## config.mk

```make
export PLATFORM = sky130hd
export DESIGN_NAME = pcs_an_top
export DESIGN_NICKNAME = d
export VERILOG_FILES = /design/src/common/an_pkg.sv /design/src/common/an_rx_if.sv /design/src/common/an_ctl_if.sv /design/src/negotiate/an_cfg_decode.sv /design/src/negotiate/an_arbiter.sv /design/src/negotiate/an_cfg_result.sv /design/src/hw/pcs_an_top.sv
export SDC_FILE = /design/constraint.sdc
export NUM_CORES = 1
export LEC_CHECK = 0
export ABC_CLOCK_PERIOD_IN_PS = 3200
export BUFFER_PORTS_ARGS = -buffer_cell sky130_fd_sc_hd__buf_2
export CAP_MARGIN = 20
export CORE_UTILIZATION = 53
export CTS_CLUSTER_SIZE = 24
export DETAILED_ROUTE_END_ITERATION = 16
export HOLD_SLACK_MARGIN = 0.06
export MAX_ROUTING_LAYER = met4
export PLACE_DENSITY = 0.83
export SYNTH_ARGS = -nofsm -noshare
export SYNTH_HDL_FRONTEND = slang
export SYNTH_SLANG_ARGS = --single-unit
```

## constraint.sdc

```tcl
create_clock -name rx_clk -period 3.2 [get_ports rx_clk]
set_clock_uncertainty 0.2 [all_clocks]
set_input_delay 0 -clock rx_clk [delete_from_list [all_inputs] [get_ports rx_clk]]
set_output_delay 0 -clock rx_clk [all_outputs]
set_load 0.05 [all_outputs]
```

## src/common/an_pkg.sv

```systemverilog
// Clause 37 constants, full duplex only; next page and pause bits are placed but never advertised
package an_pkg;

   // Configuration word bit positions
   localparam int NP_BIT  = 15;  // Next page
   localparam int ACK_BIT = 14;  // Acknowledge
   localparam int RF2_BIT = 13;  // Remote fault, upper
   localparam int RF1_BIT = 12;  // Remote fault, lower
   localparam int PS2_BIT = 8;   // Asymmetric pause
   localparam int PS1_BIT = 7;   // Symmetric pause
   localparam int HD_BIT  = 6;   // Half duplex
   localparam int FD_BIT  = 5;   // Full duplex

   // Arbitration states
   // Numeric order is meaningful, watchdog reads a higher code as progress
   localparam logic [2:0] AN_RESTART = 3'd0;
   localparam logic [2:0] AN_ABILITY = 3'd1;
   localparam logic [2:0] AN_ACK     = 3'd2;
   localparam logic [2:0] AN_IDLE    = 3'd3;
   localparam logic [2:0] AN_LINK_OK = 3'd4;
   localparam logic [2:0] AN_ABORT   = 3'd5;

   // an_status bit positions
   localparam int ST_LINK_OK      = 0;
   localparam int ST_IDLE         = 1;
   localparam int ST_ACK          = 2;
   localparam int ST_ABL_MISMATCH = 3;  // Partner lacks full duplex
   localparam int ST_RF1          = 4;
   localparam int ST_RF2          = 5;
   localparam int ST_WDOG_DIS     = 6;  // Renegotiation disabled by watchdog
   localparam int ST_ABILITY      = 7;
   localparam int ST_ABORT        = 8;

   // Width of an_status
   localparam int ST_WIDTH = 9;

endpackage

```

## src/common/an_rx_if.sv

```systemverilog
// Receive-side flags, all synchronous to rx_clk; breaklink_seen is a single-cycle pulse
interface an_rx_if;

   logic       link_det;           // Any config word since last los
   logic       abl_match;          // Sticky, ability word seen
   logic       ack_match;          // Sticky, acknowledged word seen
   logic       consistency_match;  // Acked word equals latched ability
   logic       breaklink_seen;     // Three zero words in a row
   logic [1:0] remote_fault;       // {RF2, RF1} of latest word
   logic       abl_mismatch;       // Partner ability without FD

   // Decoder drives everything
   modport decode (
      output link_det, abl_match, ack_match, consistency_match,
             breaklink_seen, remote_fault, abl_mismatch
   );

   // Arbiter and result block only read
   modport arbiter (
      input link_det, abl_match, ack_match, consistency_match,
            breaklink_seen, remote_fault, abl_mismatch
   );

endinterface

```

## src/common/an_ctl_if.sv

```systemverilog
// Arbiter state and next-cycle transmit levels, synchronous to rx_clk, unregistered
interface an_ctl_if;

   logic [2:0] state;           // Current arbitration state
   logic       send_ack;        // Set ACK in transmitted word
   logic       send_breaklink;  // Transmit all-zero word
   logic       lacr_send_n;     // Config words on the line next cycle
   logic       operate_n;       // Upper layers enabled next cycle
   logic       wdog_disable;    // Watchdog gave up, next restart aborts

   modport arbiter (
      output state, send_ack, send_breaklink, lacr_send_n, operate_n, wdog_disable
   );

   // Decoder only needs the state to qualify its flags
   modport decode (
      input state
   );

   modport result (
      input state, send_ack, send_breaklink, lacr_send_n, operate_n, wdog_disable
   );

endinterface

```

## src/negotiate/an_cfg_decode.sv

```systemverilog
// Config word decoder; every lacr_in_stb is consumed, no next page or idle ordered-set checks
module an_cfg_decode import an_pkg::*; (
   input  logic        rx_clk,
   input  logic        an_rst,
   input  logic        los,
   input  logic [15:0] lacr_in,
   input  logic        lacr_in_stb,
   an_rx_if.decode     rx,
   an_ctl_if.decode    ctl
);

   logic [15:0] lacr_prev;     // Last received word
   logic [15:0] lacr_ability;  // Ability word, ACK forced high
   logic        lacr_match;
   logic        lacr_change;
   logic [1:0]  match_cnt;
   logic [1:0]  zero_cnt;
   logic        in_restart;
   logic        match_ok;
   logic        abl_latch;

   assign in_restart = (ctl.state == AN_RESTART);
   assign match_ok   = (match_cnt == 2'd3);  // Four identical words in a row

   // Ability word accepted only while detecting ability and without ACK
   assign abl_latch = (ctl.state == AN_ABILITY) && match_ok && !lacr_prev[ACK_BIT];

   // Link presence with los taking priority
   always_ff @(posedge rx_clk) begin
      if (an_rst || los)
         rx.link_det <= 1'b0;
      else if (lacr_in_stb)
         rx.link_det <= 1'b1;
   end

   // Matcher held idle during restart so each attempt starts fresh
   always_ff @(posedge rx_clk) begin
      if (an_rst) begin
         lacr_prev   <= '0;
         lacr_match  <= 1'b0;
         lacr_change <= 1'b0;
         match_cnt   <= '0;
      end else if (in_restart) begin
         lacr_match  <= 1'b0;
         lacr_change <= 1'b0;
         match_cnt   <= '0;  // Previous word kept
      end else begin
         if (lacr_in_stb)
            lacr_prev <= lacr_in;
         lacr_match  <= lacr_in_stb && (lacr_in == lacr_prev);
         lacr_change <= lacr_in_stb && (lacr_in != lacr_prev);
         if (lacr_change || match_ok || rx.breaklink_seen)
            match_cnt <= '0;
         else if (lacr_match)
            match_cnt <= match_cnt + 2'd1;
      end
   end

   // Sticky ability and ack flags dropped whenever arbitration restarts
   always_ff @(posedge rx_clk) begin
      if (an_rst || in_restart) begin
         rx.abl_match         <= 1'b0;
         rx.ack_match         <= 1'b0;
         rx.consistency_match <= 1'b0;
      end else begin
         if (abl_latch)
            rx.abl_match <= 1'b1;
         if ((ctl.state == AN_ACK) && match_ok && lacr_prev[ACK_BIT]) begin
            rx.ack_match         <= 1'b1;
            // Same edge as ack_match so arbiter never sees a stale result
            rx.consistency_match <= (lacr_ability == lacr_prev);
         end
      end
   end

   // Latched partner ability
   always_ff @(posedge rx_clk) begin
      if (abl_latch) begin
         lacr_ability          <= lacr_prev;
         lacr_ability[ACK_BIT] <= 1'b1;  // Compared against acked copy
      end
   end

   // Full duplex missing from last accepted ability
   always_ff @(posedge rx_clk) begin
      if (an_rst)
         rx.abl_mismatch <= 1'b0;
      else if (abl_latch)
         rx.abl_mismatch <= !lacr_prev[FD_BIT];
   end

   // One breaklink pulse per three zero words
   always_ff @(posedge rx_clk) begin
      if (an_rst) begin
         zero_cnt          <= '0;
         rx.breaklink_seen <= 1'b0;
      end else begin
         rx.breaklink_seen <= 1'b0;
         if (lacr_in_stb) begin
            if (lacr_in != 16'd0) begin
               zero_cnt <= '0;
            end else if (zero_cnt == 2'd2) begin
               zero_cnt          <= '0;
               rx.breaklink_seen <= 1'b1;
            end else begin
               zero_cnt <= zero_cnt + 2'd1;
            end
         end
      end
   end

   assign rx.remote_fault = {lacr_prev[RF2_BIT], lacr_prev[RF1_BIT]};

   // Ability only ever accepted in ability detect
   a_abl_in_ability : assert property (@(posedge rx_clk) disable iff (an_rst)
      $rose(rx.abl_match) |-> ($past(ctl.state) == AN_ABILITY));

endmodule

```

## src/negotiate/an_arbiter.sv

```systemverilog
// Clause 37 arbitration on rx_clk; idle detect always passes, watchdog stall leads to abort
module an_arbiter import an_pkg::*; #(
   parameter int TIMER_TICKS = 1250000,  // Link timer, rx_clk cycles
   parameter int WDOG_MULT   = 8          // Watchdog in link timer units
) (
   input  logic       rx_clk,
   input  logic       an_rst,
   input  logic       los,
   an_rx_if.arbiter   rx,
   an_ctl_if.arbiter  ctl
);

   localparam int TMR_W      = $clog2(TIMER_TICKS + 1);
   localparam int WDOG_LIMIT = TIMER_TICKS * WDOG_MULT;
   localparam int WDOG_W     = $clog2(WDOG_LIMIT + 1);

   logic [2:0]        state;
   logic [2:0]        state_nxt;    // FSM choice
   logic [2:0]        state_d;      // After forced restarts
   logic              restart_req;
   logic              state_chg;
   logic [TMR_W-1:0]  tmr_cnt;
   logic              tmr_on;
   logic              tmr_used;     // Already started in this state
   logic              tmr_expired;  // Level until state changes
   logic              tmr_start;
   logic [WDOG_W-1:0] wdog_cnt;
   logic              wdog_disable;
   logic              wdog_run;
   logic              wdog_timeout;
   logic              progress;

   assign restart_req = (rx.breaklink_seen && !wdog_disable) || los || wdog_timeout;
   assign state_d     = restart_req ? AN_RESTART : state_nxt;
   assign state_chg   = (state_d != state);

   always_ff @(posedge rx_clk) begin
      if (an_rst)
         state <= AN_RESTART;
      else
         state <= state_d;
   end

   always_comb begin
      state_nxt          = state;
      tmr_start          = 1'b0;
      ctl.lacr_send_n    = 1'b0;
      ctl.send_ack       = 1'b0;
      ctl.send_breaklink = 1'b0;
      ctl.operate_n      = 1'b0;
      case (state)
         AN_RESTART: begin
            ctl.lacr_send_n    = 1'b1;
            ctl.send_breaklink = 1'b1;
            tmr_start          = !tmr_used;
            if (tmr_expired && rx.link_det)
               state_nxt = wdog_disable ? AN_ABORT : AN_ABILITY;
         end
         AN_ABILITY: begin
            ctl.lacr_send_n = 1'b1;
            if (rx.abl_match)
               state_nxt = AN_ACK;
         end
         AN_ACK: begin
            ctl.lacr_send_n = 1'b1;
            ctl.send_ack    = 1'b1;
            tmr_start       = !tmr_used;
            if (tmr_expired && rx.ack_match)
               state_nxt = rx.consistency_match ? AN_IDLE : AN_RESTART;
         end
         AN_IDLE: begin
            ctl.send_ack = 1'b1;  // Late PCS words still carry ACK
            tmr_start    = !tmr_used;
            if (tmr_expired)      // Idle match assumed
               state_nxt = AN_LINK_OK;
         end
         AN_LINK_OK: begin
            ctl.send_ack  = 1'b1;
            ctl.operate_n = 1'b1;
         end
         default: begin        // Abort, run without negotiation
            ctl.operate_n = 1'b1;
         end
      endcase
   end

   // One-shot link timer, expires TIMER_TICKS edges after start
   always_ff @(posedge rx_clk) begin
      if (an_rst) begin
         tmr_cnt     <= '0;
         tmr_on      <= 1'b0;
         tmr_used    <= 1'b0;
         tmr_expired <= 1'b0;
      end else if (state_chg) begin
         tmr_on      <= 1'b0;  // Rearm for new state
         tmr_used    <= 1'b0;
         tmr_expired <= 1'b0;
      end else if (tmr_start) begin
         tmr_cnt  <= TMR_W'(TIMER_TICKS - 1);
         tmr_on   <= 1'b1;
         tmr_used <= 1'b1;
      end else if (tmr_on) begin
         if (tmr_cnt == '0) begin
            tmr_on      <= 1'b0;
            tmr_expired <= 1'b1;
         end else begin
            tmr_cnt <= tmr_cnt - 1'b1;
         end
      end
   end

   // Watchdog; leaving restart is not progress so restart loops accumulate
   assign wdog_run     = rx.link_det && (state != AN_LINK_OK) && !wdog_disable;
   assign wdog_timeout = wdog_run && (wdog_cnt == WDOG_W'(WDOG_LIMIT - 1));
   assign progress     = (state_d > state) && (state != AN_RESTART);

   always_ff @(posedge rx_clk) begin
      if (an_rst || progress || los) begin
         wdog_cnt     <= '0;
         wdog_disable <= 1'b0;
      end else if (wdog_timeout) begin
         wdog_cnt     <= '0;   // Single pulse, otherwise restart would stick
         wdog_disable <= 1'b1;
      end else if (wdog_run) begin
         wdog_cnt <= wdog_cnt + 1'b1;
      end
   end

   assign ctl.state        = state;
   assign ctl.wdog_disable = wdog_disable;

   a_state_legal : assert property (@(posedge rx_clk) disable iff (an_rst)
      state <= AN_ABORT);

   // Used flag must keep the timer from retriggering mid-count
   a_tmr_one_shot : assert property (@(posedge rx_clk) disable iff (an_rst)
      tmr_start |-> !tmr_on);

endmodule

```

## src/negotiate/an_cfg_result.sv

```systemverilog
// Registered transmit word and status; advertises full duplex only, no pause or remote fault
module an_cfg_result import an_pkg::*; (
   input  logic                rx_clk,
   input  logic                an_rst,
   an_ctl_if.result            ctl,
   an_rx_if.arbiter            rx,
   output logic [15:0]         lacr_out,
   output logic                lacr_send,
   output logic                operate,
   output logic [ST_WIDTH-1:0] an_status
);

   logic [15:0]         cfg_word;
   logic [ST_WIDTH-1:0] status_d;

   // Local ability word
   always_comb begin
      cfg_word          = '0;        // Reserved bits zero
      cfg_word[FD_BIT]  = 1'b1;
      cfg_word[HD_BIT]  = 1'b0;
      cfg_word[PS1_BIT] = 1'b0;      // No pause
      cfg_word[PS2_BIT] = 1'b0;
      cfg_word[RF1_BIT] = 1'b0;      // Never report a local fault
      cfg_word[RF2_BIT] = 1'b0;
      cfg_word[ACK_BIT] = ctl.send_ack;
      cfg_word[NP_BIT]  = 1'b0;
   end

   always_comb begin
      status_d                  = '0;
      status_d[ST_LINK_OK]      = (ctl.state == AN_LINK_OK);
      status_d[ST_IDLE]         = (ctl.state == AN_IDLE);
      status_d[ST_ACK]          = (ctl.state == AN_ACK);
      status_d[ST_ABL_MISMATCH] = rx.abl_mismatch;
      status_d[ST_RF1]          = rx.remote_fault[0];
      status_d[ST_RF2]          = rx.remote_fault[1];
      status_d[ST_WDOG_DIS]     = ctl.wdog_disable;
      status_d[ST_ABILITY]      = (ctl.state == AN_ABILITY);
      status_d[ST_ABORT]        = (ctl.state == AN_ABORT);
   end

   // One register stage on every output
   always_ff @(posedge rx_clk) begin
      if (an_rst) begin
         lacr_out  <= '0;        // Breaklink word
         lacr_send <= 1'b1;
         operate   <= 1'b0;
         an_status <= '0;
      end else begin
         lacr_out  <= ctl.send_breaklink ? 16'd0 : cfg_word;
         lacr_send <= ctl.lacr_send_n;
         operate   <= ctl.operate_n;
         an_status <= status_d;
      end
   end

endmodule

```

## src/hw/pcs_an_top.sv

```systemverilog
// Auto-negotiation top, single rx_clk domain, lacr_in_stb never stalled, full duplex only
module pcs_an_top #(
   parameter int TIMER_TICKS = 1250000,  // 10 ms at 125 MHz
   parameter int WDOG_MULT   = 8
) (
   input  logic        rx_clk,
   input  logic        an_rst,       // Synchronous, active high
   input  logic        los,          // Loss of signal
   input  logic [15:0] lacr_in,      // Decoded partner word
   input  logic        lacr_in_stb,
   output logic [15:0] lacr_out,     // Word to transmit
   output logic        lacr_send,    // Transmit config words, not idles
   output logic        operate,      // Link usable by upper layers
   output logic [8:0]  an_status
);

   an_rx_if  rx_bus ();
   an_ctl_if ctl_bus ();

   an_cfg_decode u_decode (
      .rx_clk      (rx_clk),
      .an_rst      (an_rst),
      .los         (los),
      .lacr_in     (lacr_in),
      .lacr_in_stb (lacr_in_stb),
      .rx          (rx_bus.decode),
      .ctl         (ctl_bus.decode)
   );

   an_arbiter #(
      .TIMER_TICKS (TIMER_TICKS),
      .WDOG_MULT   (WDOG_MULT)
   ) u_arbiter (
      .rx_clk (rx_clk),
      .an_rst (an_rst),
      .los    (los),
      .rx     (rx_bus.arbiter),
      .ctl    (ctl_bus.arbiter)
   );

   an_cfg_result u_result (
      .rx_clk    (rx_clk),
      .an_rst    (an_rst),
      .ctl       (ctl_bus.result),
      .rx        (rx_bus.arbiter),
      .lacr_out  (lacr_out),
      .lacr_send (lacr_send),
      .operate   (operate),
      .an_status (an_status)
   );

endmodule

```

Word level (Yosys, flattened, before mapping)
Index checks and enable logic that the tools add are counted.

Divide/modulo/power cells: 0. Equal/unequal tests: 14. Bitwise operators: 4. Reductions and logical operators: 43. Shift-type cells: 0. Multiplexer cells: 23. $mul: 0. $add $sub $neg: 4. $lt $le $gt $ge: 1.

Operators by type and width (number): $mux W21 (3); $eq A16 B16 Y1 (2); $add A24 B1 Y24 const B (1); $eq A24 B24 Y1 const B (1); $logic_not A21 Y1 (1); $sub A21 B1 Y21 const B (1); $mux W3 (6); $ne A16 B16 Y1 (1); $reduce_bool A16 Y1 (1); $reduce_or A3 Y1 (5); $logic_and A1 B1 Y1 (13); $pmux W3 S4 (1); $mux W1 (9); $logic_or A1 B1 Y1 (8); $reduce_or A2 Y1 (4); $eq A3 B2 Y1 const B (2); $eq A3 B3 Y1 const B (2); $mux W2 (3); $mux W6 (1); $reduce_and A3 Y1 (2); $add A2 B1 Y2 const B (2); $eq A2 B2 Y1 const B (2); $logic_not A1 Y1 (4); $not A1 Y1 (4); 10 further kinds (10).

Memories kept: 0. Word-level logic and storage cells: 113. Memory bits (read-only): 0. Input bits: 20. Bits in latches: 0. Register bits after elaboration: 122. Bits in writable memories: 0. Output and inout port bits: 27.

Logic depth before layout (Yosys ltp)
Word-level depth: 11. Gate-level depth with buffers: 13. Mapped depth without buffers: 12.

Modules after synthesis
From an unflattened synthesis, not the netlist that was laid out.

Cells, all modules: 555. Area total of the unflattened synthesis: 5076.1 µm².

By module, submodules not included: an_arbiter (area each 2740.1 µm², cells each 331, seq. area each 1041.0 µm², instances 1); an_cfg_decode (area each 1843.0 µm², cells each 182, seq. area each 1011.0 µm², instances 1); an_cfg_result (area each 493.0 µm², cells each 42, seq. area each 260.2 µm², instances 1).

Least setup slack after synthesis
Ideal clock, no wire load.

Path kind: reg-to-reg. Start: register u_arbiter.state[0], in the netlist u_arbiter.ctl.state[0]. End: register u_decode.rx.abl_mismatch. Path slack: -0.015 ns. Buffers on the path: 1. Arrival time: 2.887 ns. Required time: 2.872 ns. Library setup time: 0.128 ns. Clock period less this slack: 3.215 ns. Cell stages (with the launch flop): 6. Cells stage by stage: dfxtp_1 > nand2b_1 > buf_2 > nor4b_1 > mux2i_1 > nor2_1.

Longest elaborated chain between the ends: 3.

Ends and longest elaborated chain: start: declaration (RTL line an_arbiter.sv:17) `logic [2:0] state;`; start signal: assignment (RTL line an_arbiter.sv:41) `state <= state_d;`; $eq A3 B1 Y1 (RTL line an_cfg_decode.sv:26) `assign abl_latch = (ctl.state == AN_ABILITY) && match_ok && !lacr_prev[ACK_BIT];`; $logic_and A1 B1 Y1 (2 in series) (RTL line an_cfg_decode.sv:26); net u_decode.abl_latch (RTL line an_cfg_decode.sv:20) `logic abl_latch;`; end signal: assignment (RTL line an_cfg_decode.sv:89) `rx.abl_mismatch <= !lacr_prev[FD_BIT];`; end: declaration (RTL line an_rx_if.sv:15) `breaklink_seen, remote_fault, abl_mismatch`.

The timed path passes the listed nets, and every way through them passes these cells. A chain may end at the register's enable or synchronous reset.

Worst setup path after layout
Start: register u_arbiter.wdog_cnt[0]. End: register u_arbiter.tmr_cnt[3].

Longest elaborated chain between the ends: 7.

Ends and longest elaborated chain: start: declaration (RTL line an_arbiter.sv:27) `logic [WDOG_W-1:0] wdog_cnt;`; start signal: assignment (RTL line an_arbiter.sv:125) `wdog_cnt <= wdog_cnt + 1'b1;`; $eq A24 B24 Y1 (RTL line an_arbiter.sv:114) `assign wdog_timeout = wdog_run && (wdog_cnt == WDOG_W'(WDOG_LIMIT - 1));`; $logic_and A1 B1 Y1 (RTL line an_arbiter.sv:114); $logic_or A1 B1 Y1 (RTL line an_arbiter.sv:33) `assign restart_req = (rx.breaklink_seen && !wdog_disable) || los || wdog_timeout;`; $mux W3 (RTL line an_arbiter.sv:34) `assign state_d = restart_req ? AN_RESTART : state_nxt;`; $ne A3 B3 Y1 (RTL line an_arbiter.sv:35) `assign state_chg = (state_d != state);`; $not A1 Y1 (no source line); $reduce_and A3 Y1 (no source line); end signal: assignment (RTL line an_arbiter.sv:99) `tmr_cnt <= TMR_W'(TIMER_TICKS - 1);`; end signal: assignment (RTL line an_arbiter.sv:107) `tmr_cnt <= tmr_cnt - 1'b1;`; end: declaration (RTL line an_arbiter.sv:22) `logic [TMR_W-1:0] tmr_cnt;`.

Every way passes these cells.

==> flow_metrics.env <==
export IMPL_rsz0062_at_grt="no"
export IMPL_dieArea_mm2=0.00985
export IMPL_fin_nets=645
export IMPL_synth_top_area_cell="dfxtp_1"
export IMPL_min_period_over_period_pct=92.4
export IMPL_fin_util_pct=63.4
export IMPL_yosysUniqueCellTypes=60
export IMPL_grt_pass1_wl_mm=18.8
export IMPL_cap_violations=0
export IMPL_clk_latency_ns=0.37
export IMPL_rows=35
export IMPL_fmax_mhz=338
export IMPL_cts_buffers=9
export IMPL_setup_viol_count_final=0
export IMPL_synth_top_area_share_pct=37.2
export IMPL_synth_edf_count=15
export IMPL_totalPowerFinal_mw=2.43
export IMPL_period_minus_slack_ns=2.96
export IMPL_wl_mm=11.4
export IMPL_root_buffer="clkbuf_8"
export IMPL_synth_area_leaders="dfxtp_1 37%, edfxtp_1 9.0%, xnor2_1 6.5%"
export IMPL_power_leakage_nw=2.17
export IMPL_r2r_start="u_arbiter.wdog_cnt[0]$_SDFFE_PP0P_"
export IMPL_netlist_area_mm2=0.00501
export IMPL_drcViolationCount=0
export IMPL_hold_path_class="input port to flop"
export IMPL_cp_start_kind="flop"
export IMPL_hpwl_mm=7.48
export IMPL_cts_htree_levels=3
export IMPL_routabilityCongestion=0.868
export IMPL_start_util_pct=54.5
export IMPL_worst_slew_pin_slew_ns=0.627
export IMPL_netlist_instances=546
export IMPL_fin_tns_setup_ns=0
export IMPL_crit_type="flop to flop"
export IMPL_hold_viol_final=0
export IMPL_ys_flop_type="dfxtp_1"
export IMPL_r2r_slack_ns=0.24
export IMPL_end_kind="flop"
export IMPL_syn_avg_cell_area_um2=9.18
export IMPL_detail_route_wl_per_cell_um=15.5
export IMPL_hp_start="lacr_in[1]"
export IMPL_dr_total_vias=4192
export IMPL_critPathRequiredTime_ns=3.30
export IMPL_die_height_um=99.2
export IMPL_final_antenna_net_count=0
export IMPL_cts_tree="done"
export IMPL_grt_use_total_pct=24.6
export IMPL_numClockSinks=108
export IMPL_outcome="completed"
export IMPL_ioPinCount=47
export IMPL_holdWs_ns=0.241
export IMPL_arrival_ns=3.06
export IMPL_yosys_warnings=0
export IMPL_first_pass_iters=5
export IMPL_antenna_found_initial=0
export IMPL_endpoint="u_arbiter.tmr_cnt[3]$_SDFFE_PP0P_"
export IMPL_routed_via_density=5.70
export IMPL_timing_rr_end="u_arbiter.tmr_cnt[3]$_SDFFE_PP0P_"
export IMPL_peakVddDrop_v=0.000226
export IMPL_path_max_fanout=6
export IMPL_gr_total_overflow=0
export IMPL_powerDensity_mw_per_mm2=417
export IMPL_core_mm2=0.00920
export IMPL_syn2layout_area_growth_pct=16.4
export IMPL_ys_seq_area_share_pct=46.1
export IMPL_final_layout_size_suffix_gt1_share_pct=14.9
export IMPL_clockBufferDepth=2
export IMPL_grt_pass1_vias=4043
export IMPL_diodes=0
export IMPL_ys_ff_latch=108
export IMPL_grt_max_degree=32
export IMPL_worstSetupStartpoint="u_arbiter.wdog_cnt[0]$_SDFFE_PP0P_"
export IMPL_relSlewSlack_pct=58.2
export IMPL_async_flop_share_pct=0
export IMPL_synth_common_cells="93 x dfxtp_1, 67 x nand2_1, 46 x nor2_1"
export IMPL_die_width_um=99.2
export IMPL_rr_worst_depth=11
export IMPL_path_clk_slew_ns=0.11
export IMPL_numPortBuffers=32
export IMPL_yosysMostFrequentCell="dfxtp_1"
export IMPL_initialDrtViolationCount=256
export IMPL_slew_violations=0
[per-layer routing]
metal	global-route usage (%)	share of wire [%]	up-vias
met5	-	0	-
met3	3.30	4.4	15
met1	29.4	44	1990
met2	42.4	50	133
li1	-	-	2054
met4	8.71	1.7	0
[area by class of cell]
| cell class | count | area, um2 |
|---|---|---|
| clock buffers | 10 | 128 |
| clock inverters | 6 | 56.3 |
| fillers | 726 | 3360 |
| inverters | 12 | 45.0 |
| multi-input cells | 408 | 2560 |
| flip-flops and latches | 108 | 2310 |
| well taps | 111 | 139 |
| repair buffers | 80 | 593 |
[worst max-delay path, stage by stage (launching register included)]
cell	delay [ns]
dfxtp_1	0.35
ha_1	0.21
nand4b_1	0.15
nor3_2	0.08
nand3_2	0.09
nand2_2	0.10
or3_1	0.39
ha_1	0.31
nand3_2	0.12
a31o_4	0.26
or4_1	0.46
a31oi_1	0.15
[metrics by stage]
stage / cell area [um2] / worst slack (ns) / cells
2_1_floorplan: 5070 / 0.00495 / 559
3_3_place_gp: 5300 / 0.185 / 686
3_5_place_dp: 5300 / 0.118 / 686
4_1_cts: 5780 / 0.0841 / 731
5_1_grt: 5830 / 0.0413 / 735
6_report: 5830 / 0.242 / 735
[power by group]
part	leakage [nW]	switching, mW	internal (mW)
Combinational	1.15	0.144	0.0871
Sequential	0.928	0.0209	1.39
Clock	0.0909	0.493	0.300
[state kept, by name, summed over array words and instances (netlist names), 2 cells and up]
name                   flops
u_decode.lacr_ability     15
u_result.an_status         9
u_arbiter.tmr_cnt         21
u_decode.lacr_prev        16
u_arbiter.wdog_cnt        24
u_result.lacr_out          2
u_decode.zero_cnt          2
u_arbiter.ctl.state        3
u_decode.match_cnt         2
[worst min path at each step]
stage	to	slack [ns]	cells past startpoint
after floorplan	u_decode.rx.link_det$_SDFFE_PP0P_	-0.08	1
after global placement	u_decode.lacr_prev[7]$_SDFFE_PP0P_	0.07	3
after detailed placement	u_decode.lacr_prev[12]$_SDFFE_PP0P_	0.08	3
after CTS	u_decode.lacr_prev[7]$_SDFFE_PP0P_	0.22	4
after global routing	u_decode.lacr_prev[12]$_SDFFE_PP0P_	0.26	4
final	u_decode.lacr_prev[1]$_SDFFE_PP0P_	0.24	4
[layout by cell type (no fill, tap or decap), drive strengths merged, types with 3 or more instances in the layout]
| master | synthesis | routed |
|---|---|---|
| clkbuf | 11 | 10 |
| a31o | 3 | 4 |
| nand2b | 9 | 9 |
| mux2i | 7 | 7 |
| and2 | 5 | 5 |
| nand3 | 17 | 17 |
| nor4 | 14 | 14 |
| buf | 21 | 51 |
| a211oi | 5 | 5 |
| o31ai | 5 | 5 |
| nor3b | 5 | 5 |
| a31oi | 4 | 4 |
| inv | 12 | 15 |
| nand4 | 19 | 19 |
| dfxtp | 93 | 93 |
| conb | 1 | 14 |
| nor2b | 6 | 6 |
| a21oi | 42 | 42 |
| dlygate4sd3 | 0 | 29 |
| nor3 | 15 | 15 |
| nor4b | 6 | 6 |
| edfxtp | 15 | 15 |
| o21a | 4 | 4 |
| nand2 | 67 | 67 |
| or4 | 6 | 6 |
| or3 | 6 | 6 |
| a311oi | 3 | 3 |
| o21ai | 7 | 7 |
| and3 | 11 | 11 |
| ha | 6 | 6 |
| nor2 | 48 | 48 |
| xor2 | 19 | 19 |
| xnor2 | 37 | 37 |
[what timing repair did]
item,in CTS,in global routing
setup buffers,0,3
setup endpoints to repair,0,41
hold endpoints to repair,66,0
hold buffers,29,0
resized for setup,0,7
[cells by family (layout without fill, tap and decap cells)]
logic type	Yosys count	after routing	synth area share, %
AND/OR/NAND/NOR	242	242	25.9
flip-flops	108	108	46.1
AO/OA/AOI/OAI	82	83	10.5
XOR/XNOR	56	56	9.79
buffers and inverters	44	108	4.74
multiplexers	7	7	1.40
adder cells (fa/ha/maj)	6	6	1.50
other	1	14	0.0748
Power figures use the tool's default switching activity.
